### src/design/load_path_pkg.sv
package load_path_pkg;

  // data and address width
  localparam int XLEN = 32;

  // reorder index width, 8 reorder entries
  // structs carry this, so it stays fixed
  localparam int ROB_IX_W = 3;

  // load opcodes, funct3 order is not kept
  typedef enum logic [2:0] {
    LOP_LB,
    LOP_LH,
    LOP_LW,
    LOP_LBU,
    LOP_LHU
  } load_op_e;

  // request into the address generator
  typedef struct packed {
    load_op_e                   op;
    logic [XLEN-1:0]            base;
    // immediate, sign kept for the add
    logic signed [XLEN-1:0]     offset;
    logic [ROB_IX_W-1:0]        rob_ix;
  } load_req_t;

  // one buffer row, also the issue payload
  typedef struct packed {
    load_op_e                   op;
    logic [XLEN-1:0]            addr;
    logic [ROB_IX_W-1:0]        rob_ix;
  } load_entry_t;

  // result toward the common data bus
  typedef struct packed {
    logic [ROB_IX_W-1:0]        rob_ix;
    logic [XLEN-1:0]            data;
    logic                       misaligned;
  } load_result_t;

endpackage

### src/design/load_order_check.sv
`timescale 1ns/1ps

module load_order_check #(
  parameter int LB_DEPTH = 4
) (
  // reorder index of every buffer row
  input  logic [LB_DEPTH*load_path_pkg::ROB_IX_W-1:0] row_rob_ix,

  // reorder head and the oldest unresolved store
  input  logic [load_path_pkg::ROB_IX_W-1:0]          rob_head,
  input  logic                                        barrier_valid,
  input  logic [load_path_pkg::ROB_IX_W-1:0]          barrier_ix,

  // per row issue permission, occupancy not looked at
  output logic [LB_DEPTH-1:0]                         can_load
);

  // age of the barrier store, distance from the head
  logic [load_path_pkg::ROB_IX_W-1:0] barrier_age;
  // age of each row, same measure
  logic [load_path_pkg::ROB_IX_W-1:0] row_age [LB_DEPTH];

  // subtraction truncated to the index width
  // gives the modulo 8 distance, so wraparound needs nothing extra
  always_comb begin
    barrier_age = barrier_ix - rob_head;
  end

  always_comb begin
    for (int i = 0; i < LB_DEPTH; i++) begin
      row_age[i] = row_rob_ix[i*load_path_pkg::ROB_IX_W +: load_path_pkg::ROB_IX_W]
                   - rob_head;
    end
  end

  // no barrier means every row may go
  // otherwise only loads strictly older than the store
  // equal age is the store slot itself, held back
  always_comb begin
    for (int i = 0; i < LB_DEPTH; i++) begin
      can_load[i] = !barrier_valid || (row_age[i] < barrier_age);
    end
  end

endmodule

### config.mk
export PLATFORM = sky130hd
export DESIGN_NAME = load_order_check
export DESIGN_NICKNAME = d
export VERILOG_FILES = /design/src/design/load_path_pkg.sv /design/src/design/load_order_check.sv
export SDC_FILE = /design/constraint.sdc
export NUM_CORES = 1
export LEC_CHECK = 0
export BUFFER_PORTS_ARGS = -buffer_cell sky130_fd_sc_hd__clkbuf_2
export CORE_AREA = 2 2 39 41
export DETAILED_ROUTE_END_ITERATION = 6
export DIE_AREA = 0 0 41 43
export PLACE_DENSITY = 0.67
export SETUP_SLACK_MARGIN = 0.05
export SLEW_MARGIN = 5
export SYNTH_ARGS = -nofsm -noshare
export SYNTH_HDL_FRONTEND = slang
export SYNTH_SLANG_ARGS = --single-unit
### constraint.sdc
create_clock -name vclk -period 3.4
set_input_delay 0.34 -clock vclk [all_inputs]
set_output_delay 0.34 -clock vclk [all_outputs]
set_load 0.05 [all_outputs]
==> out/results.ini <==
[final_layout]
seq_cells=0
multi_input_area_um2=449.2
drive_gt1_frac=0.3026
final_cell_mix=23 x clkbuf_2, 13 x ha_1, 12 x inv_1, 7 x xnor2_1, 5 x fa_1
register_area_um2=0
nNetsFinal=115
clock_buffers=0
layout_commonest_cell=clkbuf_2
area_growth_pct=25.44
fill_cells=147
insertedDiodeCount=0

[worst_setup_path]
cp-end-kind=output port
path_max_fanout=5
cp-start-kind=input port
worst-setup-path-type=input port to output port
path_cells=clkbuf_2 > ha_1 > inv_1 > fa_1 > xnor2_1 > xnor2_1 > ha_1 > a211o_1 > o211ai_1 > clkbuf_2
worstPathArrival_ns=2.42
crit_family=adder cells
cp_num_buf_inv=3
crit_slowest_cell=fa_1
slowest_delay_ns=0.39
cp.required_ns=3.06

[sta]
slew_headroom=0.7931
tns_ns=0
finalHoldViolCount=0
rsz0062_at_grt=no
setup-violations-final=0
post-route-period-util=0.8120
worst_slew_pin_slew_ns=0.3099
timing.fmax_mhz=362.2
post-route-min-period_ns=2.761
setup_slack_ns=0.6392
maxSlewViolCount=0

[power]
peakVddDrop_v=0.0001390
p_leak_uw=0.0003430
power_density_nw_per_um2=265.1

[detailed_routing]
route.detailed.drc=0
wl_um=916
viasPerCell=4.326
drt-initial-drc-count=4
dr.pass1.iters=4
via_count=398
postRouteAntennaNets=0
drt-wirelength-per-cell_um=9.957

[placed_design]
place_hpwl_um=863
gp_congestion=0.6807
io_buffers=23
post-place-ws_ns=0.6196

[job]
maxCapViolCount=0

[global_route]
grt_pass1_wl_mm=1.607
grt_max_degree=7
antenna_found_initial=0
grt_overflow=0
grt_pass1_vias=390
grt.total_usage=0.1259

[die]
top_level_ports=23
die_h_um=43
die-width_um=41
start_util=0.3626
rows=14
core-area_um2=1384
die_area_um2=1763

[synth]
ys_top_cells_by_area=ha_1 32%, fa_1 20%, xnor2_1 12%
ys_seq_area_frac=0
synth_area_per_cell_um2=9.291
yosys_warnings=0
synth_cell_types=9
synth_top_area_share=0.3242
syn_inst=54
synth_area_leader_cell=ha_1
syn_area_um2=501.7
syn-num-nets=91

[outcome]
outcome=completed

[cts]
post_cts_buffers=0
cts.repair.resized=0
cts-hold-fix-buffers=0

[min_path]
hp-class=input port to output port

## cell families after synthesis
family                   synth area share
AO/OA/AOI/OAI                      0.1297
adder cells (fa/ha/maj)            0.5237
buffers and inverters              0.1047
AND/OR/NAND/NOR                   0.04987
XOR/XNOR                           0.1920
## final cells by class
class,count,share of cell area
repair buffers,23,0.1829
well taps,16,0.03181
inverters,12,0.07157
multi-input cells,41,0.7137
## power by group
part	switching (uW)	internal (uW)
clock network	0	0
logic	99.5	67.3
registers	0	0
total	99.5	67.3
## cell usage after synthesis (all sizes together)
cell	instances
inv	12
a211o	4
nand2b	4
buf	1
xor2	4
o211ai	4
fa	5
ha	13
xnor2	7
## through the flow
stage	util	hold slack (ns)	total power, uW	cell area, um^2	instances
2_1_floorplan	-	1.072	126.1	501.7	54
3_3_place_gp	0.4548	1.126	162.0	629.4	92
3_5_place_dp	0.4548	1.133	167.3	629.4	92
4_1_cts	0.4548	1.130	168.1	629.4	92
5_1_grt	0.4548	1.137	188.2	629.4	92
6_report	0.4548	1.119	166.8	629.4	92
## metal layers
layer | track usage | vias up | wire (um)
met2 | 0.2094 | 14 | 412
met1 | 0.1883 | 162 | 452
met4 | 0 | 0 | 0
met3 | 0 | 0 | 51
li1 | - | 222 | -
met5 | 0 | - | 0
## final timing paths
kind | startpoint | slack (ns) | endpoint | cells after the start
worst max-delay path | rob_head[0] | 0.64 | can_load[1] | 10
worst min-delay path | barrier_valid | 1.12 | can_load[0] | 3
Note: power is estimated with default switching activity, not from simulation.
