`src/design/load_path_pkg.sv`:
```
package load_path_pkg;

  // data and address width
  localparam int XLEN = 32;

  // reorder index width, 8 reorder entries
  // structs carry this, so it stays fixed
  localparam int ROB_IX_W = 3;

  // load opcodes, funct3 order is not kept
  typedef enum logic [2:0] {
    LOP_LB,
    LOP_LH,
    LOP_LW,
    LOP_LBU,
    LOP_LHU
  } load_op_e;

  // request into the address generator
  typedef struct packed {
    load_op_e                   op;
    logic [XLEN-1:0]            base;
    // immediate, sign kept for the add
    logic signed [XLEN-1:0]     offset;
    logic [ROB_IX_W-1:0]        rob_ix;
  } load_req_t;

  // one buffer row, also the issue payload
  typedef struct packed {
    load_op_e                   op;
    logic [XLEN-1:0]            addr;
    logic [ROB_IX_W-1:0]        rob_ix;
  } load_entry_t;

  // result toward the common data bus
  typedef struct packed {
    logic [ROB_IX_W-1:0]        rob_ix;
    logic [XLEN-1:0]            data;
    logic                       misaligned;
  } load_result_t;

endpackage

```
`src/design/load_buffer.sv`:
```
`timescale 1ns/1ps

module load_buffer #(
  parameter int LB_DEPTH = 4
) (
  input  logic                                        clk_in,
  input  logic                                        rst_n,
  input  logic                                        flush,

  // from the address generator
  input  load_path_pkg::load_entry_t                  entry,
  input  logic                                        entry_valid,
  output logic                                        entry_ready,

  // ordering check
  output logic [LB_DEPTH*load_path_pkg::ROB_IX_W-1:0] row_rob_ix,
  input  logic [LB_DEPTH-1:0]                         can_load,

  // toward the memory unit
  output load_path_pkg::load_entry_t                  issue,
  output logic                                        issue_valid,
  input  logic                                        issue_ready
);

  // row index width, at least one bit
  localparam int IX_W = (LB_DEPTH > 1) ? $clog2(LB_DEPTH) : 1;

  load_path_pkg::load_entry_t rows [LB_DEPTH];
  logic [LB_DEPTH-1:0]        occupied;
  // occupied and cleared by the ordering check
  logic [LB_DEPTH-1:0]        eligible;
  logic [IX_W-1:0]            free_row;
  logic [IX_W-1:0]            issue_row;
  logic                       wr_en;
  logic                       rd_en;

  // flat export of every row's reorder index
  always_comb begin
    for (int i = 0; i < LB_DEPTH; i++) begin
      row_rob_ix[i*load_path_pkg::ROB_IX_W +: load_path_pkg::ROB_IX_W] = rows[i].rob_ix;
    end
  end

  // lowest free row, scan down so the lowest wins
  always_comb begin
    free_row = '0;
    for (int i = LB_DEPTH - 1; i >= 0; i--) begin
      if (!occupied[i]) begin
        free_row = IX_W'(i);
      end
    end
  end

  // highest eligible row, scan up so the highest wins
  always_comb begin
    issue_row = '0;
    for (int i = 0; i < LB_DEPTH; i++) begin
      if (eligible[i]) begin
        issue_row = IX_W'(i);
      end
    end
  end

  assign eligible    = can_load & occupied;
  assign entry_ready = !(&occupied);
  assign issue_valid = |eligible;
  assign issue       = rows[issue_row];

  assign wr_en = entry_valid && entry_ready;
  assign rd_en = issue_valid && issue_ready;

  // occupancy, fill and free can share a cycle
  // they never hit the same row since the free row is empty
  always_ff @(posedge clk_in) begin
    if (!rst_n || flush) begin
      occupied <= '0;
    end else begin
      if (wr_en) begin
        occupied[free_row] <= 1'b1;
      end
      if (rd_en) begin
        occupied[issue_row] <= 1'b0;
      end
    end
  end

  // row payload
  always_ff @(posedge clk_in) begin
    if (wr_en) begin
      rows[free_row] <= entry;
    end
  end

  // write lands in an empty row and sticks there
  property p_write_free;
    @(posedge clk_in) disable iff (!rst_n || flush)
      wr_en |-> !occupied[free_row] ##1 occupied[$past(free_row)];
  endproperty

  a_write_free : assert property (p_write_free)
    else $error("load_buffer: write while full or into a busy row");

  // no issue out of an empty row
  property p_issue_occupied;
    @(posedge clk_in) disable iff (!rst_n || flush)
      issue_valid |-> occupied[issue_row] && can_load[issue_row];
  endproperty

  a_issue_occupied : assert property (p_issue_occupied)
    else $error("load_buffer: issue from an empty row");

endmodule

```
`config.mk`:
```
export PLATFORM = sky130hd
export DESIGN_NAME = load_buffer
export DESIGN_NICKNAME = d
export VERILOG_FILES = /design/src/design/load_path_pkg.sv /design/src/design/load_buffer.sv
export SDC_FILE = /design/constraint.sdc
export NUM_CORES = 1
export LEC_CHECK = 0
export BUFFER_PORTS_ARGS = -buffer_cell sky130_fd_sc_hd__buf_4
export CELL_PAD_IN_SITES_DETAIL_PLACEMENT = 0
export CELL_PAD_IN_SITES_GLOBAL_PLACEMENT = 2
export CORE_MARGIN = 5
export CORE_UTILIZATION = 30
export DETAILED_ROUTE_END_ITERATION = 10
export PLACE_DENSITY = 0.72
export SLEW_MARGIN = 20
export SYNTH_ARGS = -nofsm -noshare
export SYNTH_HDL_FRONTEND = slang
export SYNTH_SLANG_ARGS = --single-unit
export TNS_END_PERCENT = 30
```
`constraint.sdc`:
```
create_clock -name clk_in -period 4.4 [get_ports clk_in]
set_input_delay 1.32 -clock clk_in [delete_from_list [all_inputs] [get_ports clk_in]]
set_output_delay 1.32 -clock clk_in [all_outputs]
set_load 0.02 [all_outputs]
```
==> reports/qor.txt <==
Post-CTS Setup Bufs = 0
Fmax achieved = 0.2358 GHz
Slew @ Worst Pin = 1056 ps
Post-synth top flop = edfxtp_1
Leak Pwr = 2.806 nW
Setup CP Type = input pin to primary output
Slowest-stage cell, CP = and2_2
CP Cell Sequence = buf_4 -> and2_2 -> a211oi_1 -> o21ai_1 -> buf_4
Post-Syn Nets = 465
hold wc startpoint = occupied[0]
r2r setup slk = 2050 ps
post_cts resized = 0
root buf cell = clkbuf_16
# rows = 52
DR iter-0 viols = 299
Clk pin slew, worst setup/hold paths = 60 ps
RR Startpoint = occupied[1]
Setup TNS = 0 ps
crit-path max FO = 40
Synth async-reset ratio = 0%
Worst setup EP type = primary output
Slew Viols, Final = 0
post-synth top area cell = edfxtp_1
largest net degree at the start of global routing = 46
DR DRC count = 0
cell area after synthesis = 0.006201 sq mm
internal power = 0.002914 W
later-pin clock latency in the skew report = 410 ps
Net Sw Power = 0.0006680 W
Post-Syn Area per Cell = 14.83 sq um
Die Area = 0.02365 sq mm
post-DP HPWL = 9.343 mm
peak supply drop = 0.2403 mV
clock share of power = 48.0%
sequential share of power = 46.8%
max-cap viol count = 0
Final Hold Viols = 0
Synth top area share = 73.61%
core area = 0.02030 sq mm
GRT Total Usage = 13.12%
Final Non-Filler Cells = 785
vias per std cell = 4.810
Logic pwr share = 5.2%
Hold EP = occupied[0]
port buffer count = 98
dpl cells = 755
most used cell, CP = buf_4
power density cells = 458.5 mW/mm^2
RSZ-0062 raised after global routing = false
Final Worst Setup Slack = 158.2 ps
CTS tree = done
hold path cells = 2
main area contributors after synthesis = edfxtp_1 74%, and3_1 3.8%, a211oi_1 3.5%
Die X-Extent = 153.8 um
Seq. cell area = 0.004646 sq mm
vias in the first global route = 4077
post-synthesis sequential area ratio = 74.90%
switching share of total power = 18.65%
WL/cell = 19.74 um
htree depth = 4
largest stage delay on the critical path = 840 ps
Setup violations, final = 0
post-synth cell types = 32
slew margin rel. = 29.58%
status = finished, final reports clean
post-place setup slack = 166.3 ps
Hold Path Class = flip-flop to flip-flop
Vias = 3776
GRT overflow = 0
CTS Buffer Depth = 2
multi-input logic area = 0.001296 sq mm
antenna viol nets, final = 0
Core Util, Final = 38.49%
Worst EP required = 3080 ps
clock sinks = 156
worst r2r dst = rows[3][6]
synth warn = 0
most frequent cells in the layout = 152 x edfxtp_1, 111 x buf_4, 40 x nand2_1
# diodes = 0
Mapped Cells = 418
fin crit period = 4242 ps
fin nets = 551
I/O Pins = 99
initial antenna violation count = 1
Die H = 153.8 um
drt pass-1 iters = 4
clock buffer count from CTS = 17
Worst Reg-to-Reg Cells = 3
Area Overhead vs Synth = 26.01%
commonest non-fill, non-tap cell in the layout = edfxtp_1
Layout fillers = 1920
RePlAce Congestion = 0.7450
CP arrival = 2920 ps
first-pass GRT wire length = 23.58 mm
Post-synth EDFFs = 152
Initial Util = 30.55%
period utilization = 96.40%
share of cells above drive strength 1 = 31.65%
WL final = 15.50 mm
# hold bufs at CTS = 0
Yosys reg bits = 156
Worst Skew = 5.885 ps
critical path startpoint category = input pin
## synthesized netlist by cell type (2+ instances only)
cell / number
clkbuf_1: 13
nand3_1: 3
buf_4: 14
buf_6: 7
buf_2: 7
edfxtp_1: 152
clkbuf_2: 2
o21ai_1: 38
and3_1: 38
nand2_1: 42
nor2_1: 2
o21ba_2: 2
dfxtp_1: 4
o21ai_0: 38
a211oi_1: 29
and2_1: 3
a211oi_2: 9
## area by class of cell
class | count | share of cell area, %
well taps | 270 | 4.323
repair buffers | 111 | 10.66
inverters | 1 | 0.04804
clock buffers | 17 | 5.444
multi-input cells | 217 | 16.59
flip-flops and latches | 156 | 59.46
clock inverters | 13 | 3.475
## cell families (layout without fill, tap and decap cells)
logic type	count (synthesis)	count (layout)	synth area share (%)
buffers and inverters	45	142	4.782
AND/OR/NAND/NOR	97	97	7.991
AO/OA/AOI/OAI	120	120	12.33
flip-flops	156	156	74.90
## state kept, by name, summed over array words and instances (netlist names)
register / count
occupied: 4
rows: 152
## power groups by stage
stage | clock network, W | logic [W] | registers (W)
floorplan | 0 | 0.0000846 | 0.00170
global placement | 0 | 0.000188 | 0.00171
detailed placement | 0 | 0.000191 | 0.00171
CTS | 0.00174 | 0.000192 | 0.00168
global route | 0.00182 | 0.000204 | 0.00168
finish | 0.00172 | 0.000187 | 0.00168
## through the flow
step | cell area, sq um | hold slack [ps] | power (W)
after floorplan | 6206 | 607.9 | 0.001789
after global placement | 7116 | 612.6 | 0.001895
after detailed placement | 7116 | 620.2 | 0.001900
after CTS | 7812 | 630.9 | 0.003614
after global routing | 7814 | 690.9 | 0.003702
final | 7814 | 638.6 | 0.003582
## metal layers
layer / global-route usage, % / up-vias / wire length [um]
li1: - / 1763 / -
met1: 16.99 / 1876 / 6865
met5: 0 / - / 13
met2: 21.12 / 123 / 7414
met3: 4.806 / 12 / 1097
met4: 3.112 / 2 / 106
## worst max path at each step
stage	start	endpoint	slack, ps	depth (start not counted)
finish	can_load[2]	issue[15]	160	5
global route	can_load[2]	issue[15]	80	5
CTS	can_load[2]	issue[7]	150	5
detailed placement	can_load[2]	issue[7]	170	5
global placement	can_load[2]	issue[7]	190	5
floorplan	can_load[2]	issue[17]	890	5
## worst max-delay path: cells and delay by family
kind / cells / cell delay, ps
buffers and inverters: 2 / 300
and+or+nand+nor: 1 / 840
AOI/OAI and AO/OA: 2 / 430
(Power assumes the default switching activity.)
