`src/design/load_path_pkg.sv`:
```
package load_path_pkg;

  // data and address width
  localparam int XLEN = 32;

  // reorder index width, 8 reorder entries
  // structs carry this, so it stays fixed
  localparam int ROB_IX_W = 3;

  // load opcodes, funct3 order is not kept
  typedef enum logic [2:0] {
    LOP_LB,
    LOP_LH,
    LOP_LW,
    LOP_LBU,
    LOP_LHU
  } load_op_e;

  // request into the address generator
  typedef struct packed {
    load_op_e                   op;
    logic [XLEN-1:0]            base;
    // immediate, sign kept for the add
    logic signed [XLEN-1:0]     offset;
    logic [ROB_IX_W-1:0]        rob_ix;
  } load_req_t;

  // one buffer row, also the issue payload
  typedef struct packed {
    load_op_e                   op;
    logic [XLEN-1:0]            addr;
    logic [ROB_IX_W-1:0]        rob_ix;
  } load_entry_t;

  // result toward the common data bus
  typedef struct packed {
    logic [ROB_IX_W-1:0]        rob_ix;
    logic [XLEN-1:0]            data;
    logic                       misaligned;
  } load_result_t;

endpackage

```
`src/design/load_addr_gen.sv`:
```
`timescale 1ns/1ps

module load_addr_gen (
  input  logic                       clk_in,
  input  logic                       rst_n,
  input  logic                       flush,

  // request side
  input  load_path_pkg::load_req_t   req,
  input  logic                       req_valid,
  output logic                       req_ready,

  // toward the load buffer
  output load_path_pkg::load_entry_t entry,
  output logic                       entry_valid,
  input  logic                       entry_ready
);

  // effective address of the incoming request
  logic [load_path_pkg::XLEN-1:0] eff_addr;
  // request taken on this edge
  logic                           req_fire;

  // base plus sign-extended offset, wraps at 32 bits
  always_comb begin
    eff_addr = req.base + req.offset;
  end

  // slot free, or being drained this cycle
  assign req_ready = !entry_valid || entry_ready;
  assign req_fire  = req_valid && req_ready;

  // slot valid bit
  always_ff @(posedge clk_in) begin
    if (!rst_n || flush) begin
      entry_valid <= 1'b0;
    end else if (req_ready) begin
      // refill in the same cycle it drains
      entry_valid <= req_valid;
    end
  end

  // slot payload, only loaded on a transfer
  always_ff @(posedge clk_in) begin
    if (req_fire) begin
      entry.op     <= req.op;
      entry.addr   <= eff_addr;
      entry.rob_ix <= req.rob_ix;
    end
  end

  // held entry must not move until the buffer takes it
  property p_entry_hold;
    @(posedge clk_in) disable iff (!rst_n || flush)
      entry_valid && !entry_ready |=> entry_valid && $stable(entry);
  endproperty

  a_entry_hold : assert property (p_entry_hold)
    else $error("load_addr_gen: entry changed while stalled");

endmodule

```
`config.mk`:
```
export PLATFORM = sky130hd
export DESIGN_NAME = load_addr_gen
export DESIGN_NICKNAME = d
export VERILOG_FILES = /design/src/design/load_path_pkg.sv /design/src/design/load_addr_gen.sv
export SDC_FILE = /design/constraint.sdc
export NUM_CORES = 1
export LEC_CHECK = 0
export ABC_AREA = 0
export BUFFER_PORTS_ARGS = -buffer_cell sky130_fd_sc_hd__buf_2
export CELL_PAD_IN_SITES_DETAIL_PLACEMENT = 1
export CELL_PAD_IN_SITES_GLOBAL_PLACEMENT = 1
export CORE_ASPECT_RATIO = 0.8
export CORE_MARGIN = 2
export CORE_UTILIZATION = 40
export CTS_BUF_LIST = sky130_fd_sc_hd__clkbuf_8 sky130_fd_sc_hd__clkbuf_16
export DETAILED_ROUTE_END_ITERATION = 8
export PLACE_DENSITY_LB_ADDON = 0.1
export SKIP_LAST_GASP = 1
export SLEW_MARGIN = 25
export SYNTH_ARGS = -nofsm -noshare
export SYNTH_HDL_FRONTEND = slang
export SYNTH_SLANG_ARGS = --single-unit
```
`constraint.sdc`:
```
create_clock -name clk_in -period 6.09 [get_ports clk_in]
set_clock_uncertainty 0.15 [all_clocks]
set_input_delay 0.609 -clock clk_in [delete_from_list [all_inputs] [get_ports clk_in]]
set_output_delay 0.609 -clock clk_in [all_outputs]
set_load 0.005 [all_outputs]
```
==> flow_summary.toml, run 1 <==
[outcome]
outcome = "finished, final reports clean"

[critical_path]
worst_setup_path_end_kind = "flop"
r2r_end = "entry[29]"
worstSetupPathType = "in2reg"
required_ns = 5.98
r2r_setup_slack_ns = 4.36
ff2ff_path_depth = 2
cp.arrival_ns = 2.80
worstPathMaxFanout = 4
crit_path_end = "entry[31]"
critPathLaunchType = "input port"
r2r-start = "entry_valid"
worstSetupStartpoint = "req[3]"

[layout]
antenna_cells = 0
area_delta_synth_final_pct = 26.15
postLayoutCellArea_mm2 = 0.003676
fillers = 823
drive_gt1_frac = 0.3426
final_nets = 503

[logic_synthesis]
syn-instance-count = 283
synthXorXnorAreaFrac = 0.08416
synthSimpleGateAreaFrac = 0.1159
synth_top_family_by_area = "compound AO/OA/AOI/OAI gates"
synth_edf_count = 38
synth_compound_area_frac = 0.2310
async_flop_share = 0
avgSynthCellArea_um2 = 10.30
synth_cell_types = 50
yosysSeqAreaShare = 0.3985
synthFlopType = "edfxtp_1"
synthAdderAreaFrac = 0.1400
yosysWarnings = 0
synth_seq_cells = 39
synthMuxAreaShare = 0.006870
synth_nets = 390
syn_area_mm2 = 0.002914

[clock_tree]
cts_buffers = 5
tritoncts = "yes"
clock-root-buffer = "clkbuf_8"
clk_latency_ns = 0.29
cts_setup_buffers = 0
hold_buffers = 0
clkTransAtPathRegs_ns = 0.08
cts_buffer_depth = 2
cts_resized = 0
htreeDepth = 2
clock-sinks = 39

[die]
fp.dieH_um = 80.34
ios = 115
die_w_um = 99.43
num_rows = 27
die_area_mm2 = 0.007988
initial_utilization = 0.4187
core_mm2 = 0.006959

[flow_run]
maxCapViolCount = 0

[min_path]
min_path_type = "in2reg"

[sta]
setup_viol = 0
fin_crit_sh = 0.4780
drv_slew = 0
tightestPinTransition_ns = 0.9356
final-hold-violation-count = 0
setup_ws_ns = 3.179
slew_headroom = 0.3763
min_period_ns = 2.911
rsz0062_at_grt = "false"
final.setup.tns_ns = 0
fmax_mhz = 343.5

[route]
via_per_inst = 5.506
routed_wl_um = 8218
dr_total_vias = 2665
ant_nets = 0
drt_iter0_markers = 59
post_drt_wl_per_cell_um = 16.98
drc = 0
first_pass_iters = 4

[place]
post_dp_cell_area_mm2 = 0.003563
portBuffers = 114
hpwl_um = 6654
place_congestion = 0.8216
pre_cts_ws_ns = 2.880

[power]
power_w = 0.0008433
combPwrFrac = 0.320
p_leak_nw = 1.714
clkPwrFrac = 0.267
p_int_w = 0.0005831
peakVddDrop_uv = 100.9
power-per-cell-area_mw_per_mm2 = 229.4
power_frac_seq = 0.413
p_sw_w = 0.0002602
switching_share = 0.3085

[global_routing]
grt_pass1_vias = 2750
grtUsageTotal = 0.2076
grt_overflow = 0
grt_antenna_before_repair = 0
grt_max_degree = 39
grt_pass1_wl_um = 13130
kinds of logic (layout without fill, tap and decap cells):
kind of cell	count (synthesis)	after routing
compound gates	97	97
mux	2	2
xor+xnor	28	28
buf+inv	18	132
flops	39	39
simple gates	67	67
fa+ha+maj	32	32
state kept, by name, summed over array words and instances, names as in the netlist:
register     count
entry           38
entry_valid      1
synth_stat cells (3+ instances only):
cell       n  area [um2]
a21o_1    18       135.1
a21oi_1   29       145.1
a31oi_1    4       25.02
and2_1     3       18.77
clkbuf_1   7       26.28
edfxtp_1  38        1141
ha_1      31       387.9
inv_1     10       37.54
nand2_1   21       78.83
nand2b_1   5       31.28
nand3_1    7       35.03
nand4_1    7       43.79
nor2_1     9       33.78
nor3_1     3       15.01
o21ai_0   13       65.06
o21ai_2    3       26.28
o21bai_1   5       37.54
or2_2      4       25.02
xnor2_1   12       105.1
xor2_1    16       140.1
stage by stage:
stage                     hold slack [ns]  instances  utilization
after global placement             0.3453        476       0.5120
after CTS                          0.3364        484       0.5282
final                              0.3456        484       0.5282
after global routing               0.3276        484       0.5282
after floorplan                    0.3744        283            -
after detailed placement           0.3682        476       0.5120
placed cells by master, fill, tap and decap left out, types with 2 or more instances in the layout:
cell / synthesis / routed
a211o_1: 2 / 2
a211oi_1: 2 / 2
a21o_1: 18 / 18
a21oi_1: 29 / 29
a31oi_1: 4 / 4
and2_1: 3 / 2
buf_2: 1 / 114
clkbuf_8: 0 / 5
edfxtp_1: 38 / 38
ha_1: 31 / 31
inv_1: 10 / 10
mux2i_1: 2 / 2
nand2_1: 21 / 21
nand2b_1: 5 / 5
nand3_1: 7 / 7
nand4_1: 7 / 7
nor2_1: 9 / 9
nor3_1: 3 / 3
nor4_1: 2 / 2
o211ai_1: 2 / 2
o21ai_0: 13 / 13
o21ai_2: 3 / 3
o21bai_1: 5 / 5
o221ai_1: 2 / 2
o22ai_1: 2 / 2
o311ai_1: 2 / 2
or2_2: 4 / 4
xnor2_1: 12 / 12
xor2_1: 16 / 16
worst min-delay path by stage:
| stage | start | end | slack (ns) | cells past startpoint |
|---|---|---|---|---|
| after floorplan | entry_valid | entry_valid | 0.37 | 2 |
| after detailed placement | entry_valid | entry_valid | 0.37 | 2 |
| after global placement | entry_valid | entry_valid | 0.35 | 2 |
| final | req[67] | entry[35] | 0.35 | 1 |
| after global routing | req[67] | entry[35] | 0.33 | 1 |
| after CTS | req[67] | entry[35] | 0.34 | 1 |
power groups by stage:
stage               Combinational, W  Clock [W]  Sequential (W)
floorplan                   0.000164          0        0.000359
global placement            0.000260          0        0.000354
detailed placement          0.000271          0        0.000355
CTS                         0.000272   0.000230        0.000349
global route                0.000302   0.000241        0.000352
finish                      0.000270   0.000225        0.000348
critical path: stages:
cell and delay, ns:
buf_2 0.10, ha_1 0.23, fa_1 0.42, a21o_1 0.23, a31o_2 0.27, nand2_1 0.09
o21ai_0 0.19, a31oi_1 0.35, o21ai_0 0.16, xor2_1 0.16
routing by layer:
layer  global-route usage  wire [um]  vias to the layer above
met5                    0          0                        -
met4              0.05753        104                        0
met3              0.03481        415                       11
met2               0.3628       3896                       93
met1               0.2659       3802                     1254
li1                     -          -                     1307
area by class of cell:
class / instances / area [um2] / share of cell area
clock inverters: 3 / 43.79 / 0.01191
repair buffers: 114 / 570.5 / 0.1552
clock buffers: 5 / 68.82 / 0.01872
multi-input cells: 226 / 1685 / 0.4585
flip-flops and latches: 39 / 1161 / 0.3159
inverters: 10 / 37.54 / 0.01021
well taps: 87 / 108.9 / 0.02961
No activity file was read; power rests on OpenSTA's default activity.
==> run 2, diff against run 1 <==
Settings changed: CORE_UTILIZATION 40 to 37.
Clock period 6.09 ns to 2.9 ns, I/O delays scaled along.
==> run 2 against run 1 <==
Sequential share of layout area down 1.2 points. Register-to-register slack got worse by 2.8 ns. Clock power up 80%. Sequential power increased by 110%. Critical endpoint is now entry[29]. Largest power group unchanged. Highest routed layer unchanged.
==> flow_summary.toml, run 2 (synthesis gave the netlist of run 1 again) <==
[sta]
slew_headroom = 0.6236
final-hold-violation-count = 0
tightestPinTransition_ns = 0.5504
rsz0062_at_grt = "false"
setup_viol = 0
drv_slew = 0
fin_crit_sh = 0.8648
fmax_mhz = 398.7
final.setup.tns_ns = 0
min_period_ns = 2.508

[route]
top_layer = "met4"
wl_met3_um = 459
drt_iter0_markers = 53
drc = 0
wirelength_met1_um = 4037
post_drt_wl_per_cell_um = 15.83
routed_wl_um = 8202
ant_nets = 0
via_per_inst = 5.216
dr_total_vias = 2702
met2WireLength_um = 3636
first_pass_iters = 4

[layout]
layout_commonest_cell = "buf_2"
reg_top3 = "entry (38), entry_valid (1)"
antenna_cells = 0
largest_reg_flops = 38
drive_gt1_frac = 0.3608
final_nets = 519
layout.cells.non_filler = 518
mostFrequentLayoutCells = "buf_2 (114), edfxtp_1 (38), ha_1 (31)"
regMostFlops = "entry"
area_delta_synth_final_pct = 31.04
fillers = 898

[die]
initial_utilization = 0.3869
fp.dieH_um = 83.38
die_w_um = 103.2
core_mm2 = 0.007532
num_rows = 28
ios = 115
die_area_mm2 = 0.008606

[critical_path]
worst_setup_path_end_kind = "flop"
worstSetupPathType = "in2reg"
worstPathMaxFanout = 6
critPathLaunchType = "input port"
required_ns = 2.80
critPathTopFamily = "compound AO/OA/AOI/OAI gates"
cp.arrival_ns = 2.41
crit_chain = "buf_2 -> ha_1 -> and3_1 -> a211o_1 -> o311ai_1 -> o21ai_0 -> a311oi_1 -> o21bai_1 -> xor2_1"
r2r-start = "entry_valid"
cpMaxStageDelayCell = "o311ai_1"
max_stage_delay_ns = 0.43
worstSetupStartpoint = "req[21]"
critPathBufInv = 1

[power]
power-per-cell-area_mw_per_mm2 = 453.9
p_leak_nw = 1.777
power_w = 0.001733
peakVddDrop_uv = 223.0

[clock_tree]
clock-root-buffer = "clkbuf_8"
htreeDepth = 2
cts_buffers = 5
clkTransAtPathRegs_ns = 0.09
clk_latency_ns = 0.30
tritoncts = "yes"
clock-sinks = 39
cts_buffer_depth = 2
cts_setup_buffers = 0

[global_routing]
grt_overflow = 0
grtUsageTotal = 0.1931
grt_antenna_before_repair = 0
grt_max_degree = 39
grt_pass1_vias = 2781
grt_pass1_wl_um = 13280

[outcome]
outcome = "finished, final reports clean"

[min_path]
hp-start = "req[1]"
min_path_type = "in2reg"

[flow_run]
maxCapViolCount = 0

[place]
dp.cells = 507
place_congestion = 0.8157
portBuffers = 114
hpwl_um = 6449
==> run 2: changes by cell type in the layout (fill, tap and decap cells not counted) <==
cell	previous run	this run
bufinv_16	1	0
clkinv_2	1	0
clkinv_4	1	0
buf_12	0	1
inv_6	0	1
dlygate4sd3_1	0	3
clkinvlp_4	0	2
buf_4	0	12
==> run 2: worst register-to-register path, delay by kind of cell (launching register included) <==
kind                   cells  cell delay (ns)
DFF                        1             0.32
and+or+nand+nor            2             0.27
buffers and inverters      1             0.23
==> run 2: worst paths after layout <==
check	depth (start not counted)	end	slack (ns)
setup reg to reg	3	entry[20]	1.60
setup / recovery	9	entry[29]	0.39
hold / removal	1	entry[1]	0.02
hold reg to reg	2	entry_valid	0.36
==> run 2: layout make-up <==
| cell class | instances | area (um2) | area share |
|---|---|---|---|
| clock buffers | 5 | 68.82 | 0.01802 |
| inverters | 10 | 37.54 | 0.009830 |
| repair buffers | 130 | 710.7 | 0.1861 |
| multi-input cells | 226 | 1685 | 0.4414 |
| well taps | 105 | 131.4 | 0.03440 |
| clock inverters | 3 | 23.77 | 0.006225 |
| flip-flops and latches | 39 | 1161 | 0.3041 |
==> run 2: per-layer routing <==
metal  vias to the layer above  track usage
met5                         -            0
met4                         0      0.04426
li1                       1342            -
met1                      1264       0.2641
met3                         7      0.03367
met2                        89       0.3158
==> run 2: repair_timing <==
| item | in CTS | in global routing |
|---|---|---|
| hold buffers | 2 | 1 |
| resized for setup | 0 | 0 |
| endpoints found under the hold margin | 2 | 1 |
==> run 2: per-stage QoR <==
step	setup WS (ns)	hold slack, ns	util	instance area [um2]
3_3_place_gp	0.07962	0.3170	0.4907	3696
2_1_floorplan	0.3798	0.2389	-	2914
5_1_grt	0.2471	0.0008482	0.5070	3819
4_1_cts	0.3887	0.0009239	0.5056	3809
3_5_place_dp	0.06027	0.3188	0.4907	3696
6_report	0.3920	0.01679	0.5070	3819
==> run 2: report_power, final <==
part / internal [W] / switching, W
logic: 0.000277 / 0.000322
clock network: 0.000173 / 0.000231
registers: 0.000714 / 0.0000164
==> run 3, diff against run 2 <==
Settings changed: BUFFER_PORTS_ARGS -buffer_cell sky130_fd_sc_hd__buf_2 to default, CORE_UTILIZATION 37 to 35, DONT_BUFFER_PORTS from default to 1.
==> run 3 against run 2 <==
Cell count shrank 21%. Critical path depth shrank 1. Maximum frequency grew 4.5%. Sequential share of layout area grew 5.2 points. Critical path type unchanged. Critical endpoint unchanged.
==> flow_summary.toml, run 3 (synthesis gave the netlist of run 1 again) <==
[layout]
reg_top3 = "entry (38), entry_valid (1)"
drive_gt1_frac = 0.1030
antenna_cells = 0
layout_commonest_cell = "edfxtp_1"
largest_reg_flops = 38
area_delta_synth_final_pct = 11.85
postLayoutCellArea_mm2 = 0.003259
regMostFlops = "entry"
final_nets = 407
mostFrequentLayoutCells = "edfxtp_1 (38), ha_1 (31), a21oi_1 (29)"
layout.cells.non_filler = 409

[global_routing]
grt.busiest_layer = "met1"
grt_pass1_vias = 2305
grt_pass1_wl_um = 11950
grt_overflow = 0
grt_max_degree = 21
grtUsageTotal = 0.1669
grt_antenna_before_repair = 0
use_met3 = 0.04635
grt.met2_usage = 0.2434
met1_usage = 0.2461

[clock_tree]
cts_buffer_depth = 2
clock-root-buffer = "clkbuf_8"
tritoncts = "yes"
clock-sinks = 39
htreeDepth = 2
cts_buffers = 5
clkTransAtPathRegs_ns = 0.08
clk_latency_ns = 0.28

[sta]
setup_viol = 0
rsz0062_at_grt = "false"
final.setup.tns_ns = 0
min_period_ns = 2.400
fin_crit_sh = 0.8276
tightestPinTransition_ns = 0.5438
slew_headroom = 0.6281
holdWs_ns = 0.06542
drv_slew = 0
fmax_mhz = 416.6
final-hold-violation-count = 0

[critical_path]
cp.arrival_ns = 2.29
critPathTopFamily = "compound AO/OA/AOI/OAI gates"
max_stage_delay_ns = 0.42
critPathLaunchType = "input port"
worstSetupPathType = "in2reg"
crit_chain = "ha_1 -> and3_1 -> a211o_1 -> o311ai_1 -> o21ai_0 -> a311oi_1 -> o21bai_1 -> xor2_1"
critPathBufInv = 0
r2r_setup_slack_ns = 1.47
worst_setup_path_end_kind = "flop"
required_ns = 2.79
cpMaxStageDelayCell = "o311ai_1"
worstPathMaxFanout = 6

[place]
portBuffers = 0
hpwl_um = 5926
dp.cells = 393
post_dp_cell_area_mm2 = 0.003094
place_congestion = 0.7816

[route]
routed_wl_um = 7311
drc = 0
dr_total_vias = 2214
drt_iter0_markers = 87
via_per_inst = 5.413
ant_nets = 0
first_pass_iters = 4
post_drt_wl_per_cell_um = 17.88

[die]
num_rows = 29
fp.dieH_um = 85.62
die_w_um = 106.0
initial_utilization = 0.3634
core_mm2 = 0.008019
die_area_mm2 = 0.009076
ios = 115

[power]
p_leak_nw = 1.337
peakVddDrop_uv = 217.4
power-per-cell-area_mw_per_mm2 = 487.4
power_w = 0.001589

[flow_run]
maxCapViolCount = 0

[outcome]
outcome = "finished, final reports clean"

[min_path]
min_path_type = "in2reg"
==> run 3: repair_timing <==
item | in CTS | in global routing
hold buffers | 8 | 0
buffers inserted | 0 | 0
endpoints found under the hold margin | 7 | 0
resized for setup | 0 | 0
==> run 3: final timing paths <==
path              depth (start not counted)         from         to
setup reg to reg                          3  entry_valid  entry[16]
hold / removal                            1      req[35]   entry[3]
setup / recovery                          8      req[21]  entry[29]
hold reg to reg                           2  entry_valid   entry[2]
==> run 3: where the power goes <==
| group | internal (W) | switching [W] | total [W] | leakage, nW |
|---|---|---|---|---|
| clock | 0.000165 | 0.000207 | 0.000372 | 0.0453 |
| combinational | 0.000199 | 0.000262 | 0.000461 | 0.914 |
| sequential | 0.000718 | 0.0000380 | 0.000756 | 0.378 |
==> run 3: through the flow <==
stage / utilization / worst slack, ns
finish: 0.4065 / 0.4998
global route: 0.4065 / 0.3282
CTS: 0.4065 / 0.4703
detailed placement: 0.3859 / 0.1625
global placement: 0.3859 / 0.1859
floorplan: - / 0.3798
==> run 3: metal layers <==
layer	vias to the layer above	wire length (um)	part of all wire
li1	1111	-	-
met1	1028	3837	0.52
met2	73	3001	0.41
met3	2	439	0.060
met4	0	33	0.0045
met5	-	0	0
==> run 3: final cells by class <==
type	count	area, um2
flip-flops and latches	39	1161
clock inverters	3	16.27
well taps	108	135.1
inverters	10	37.54
clock buffers	5	68.82
fillers	895	4760
multi-input cells	226	1685
repair buffers	18	155.1
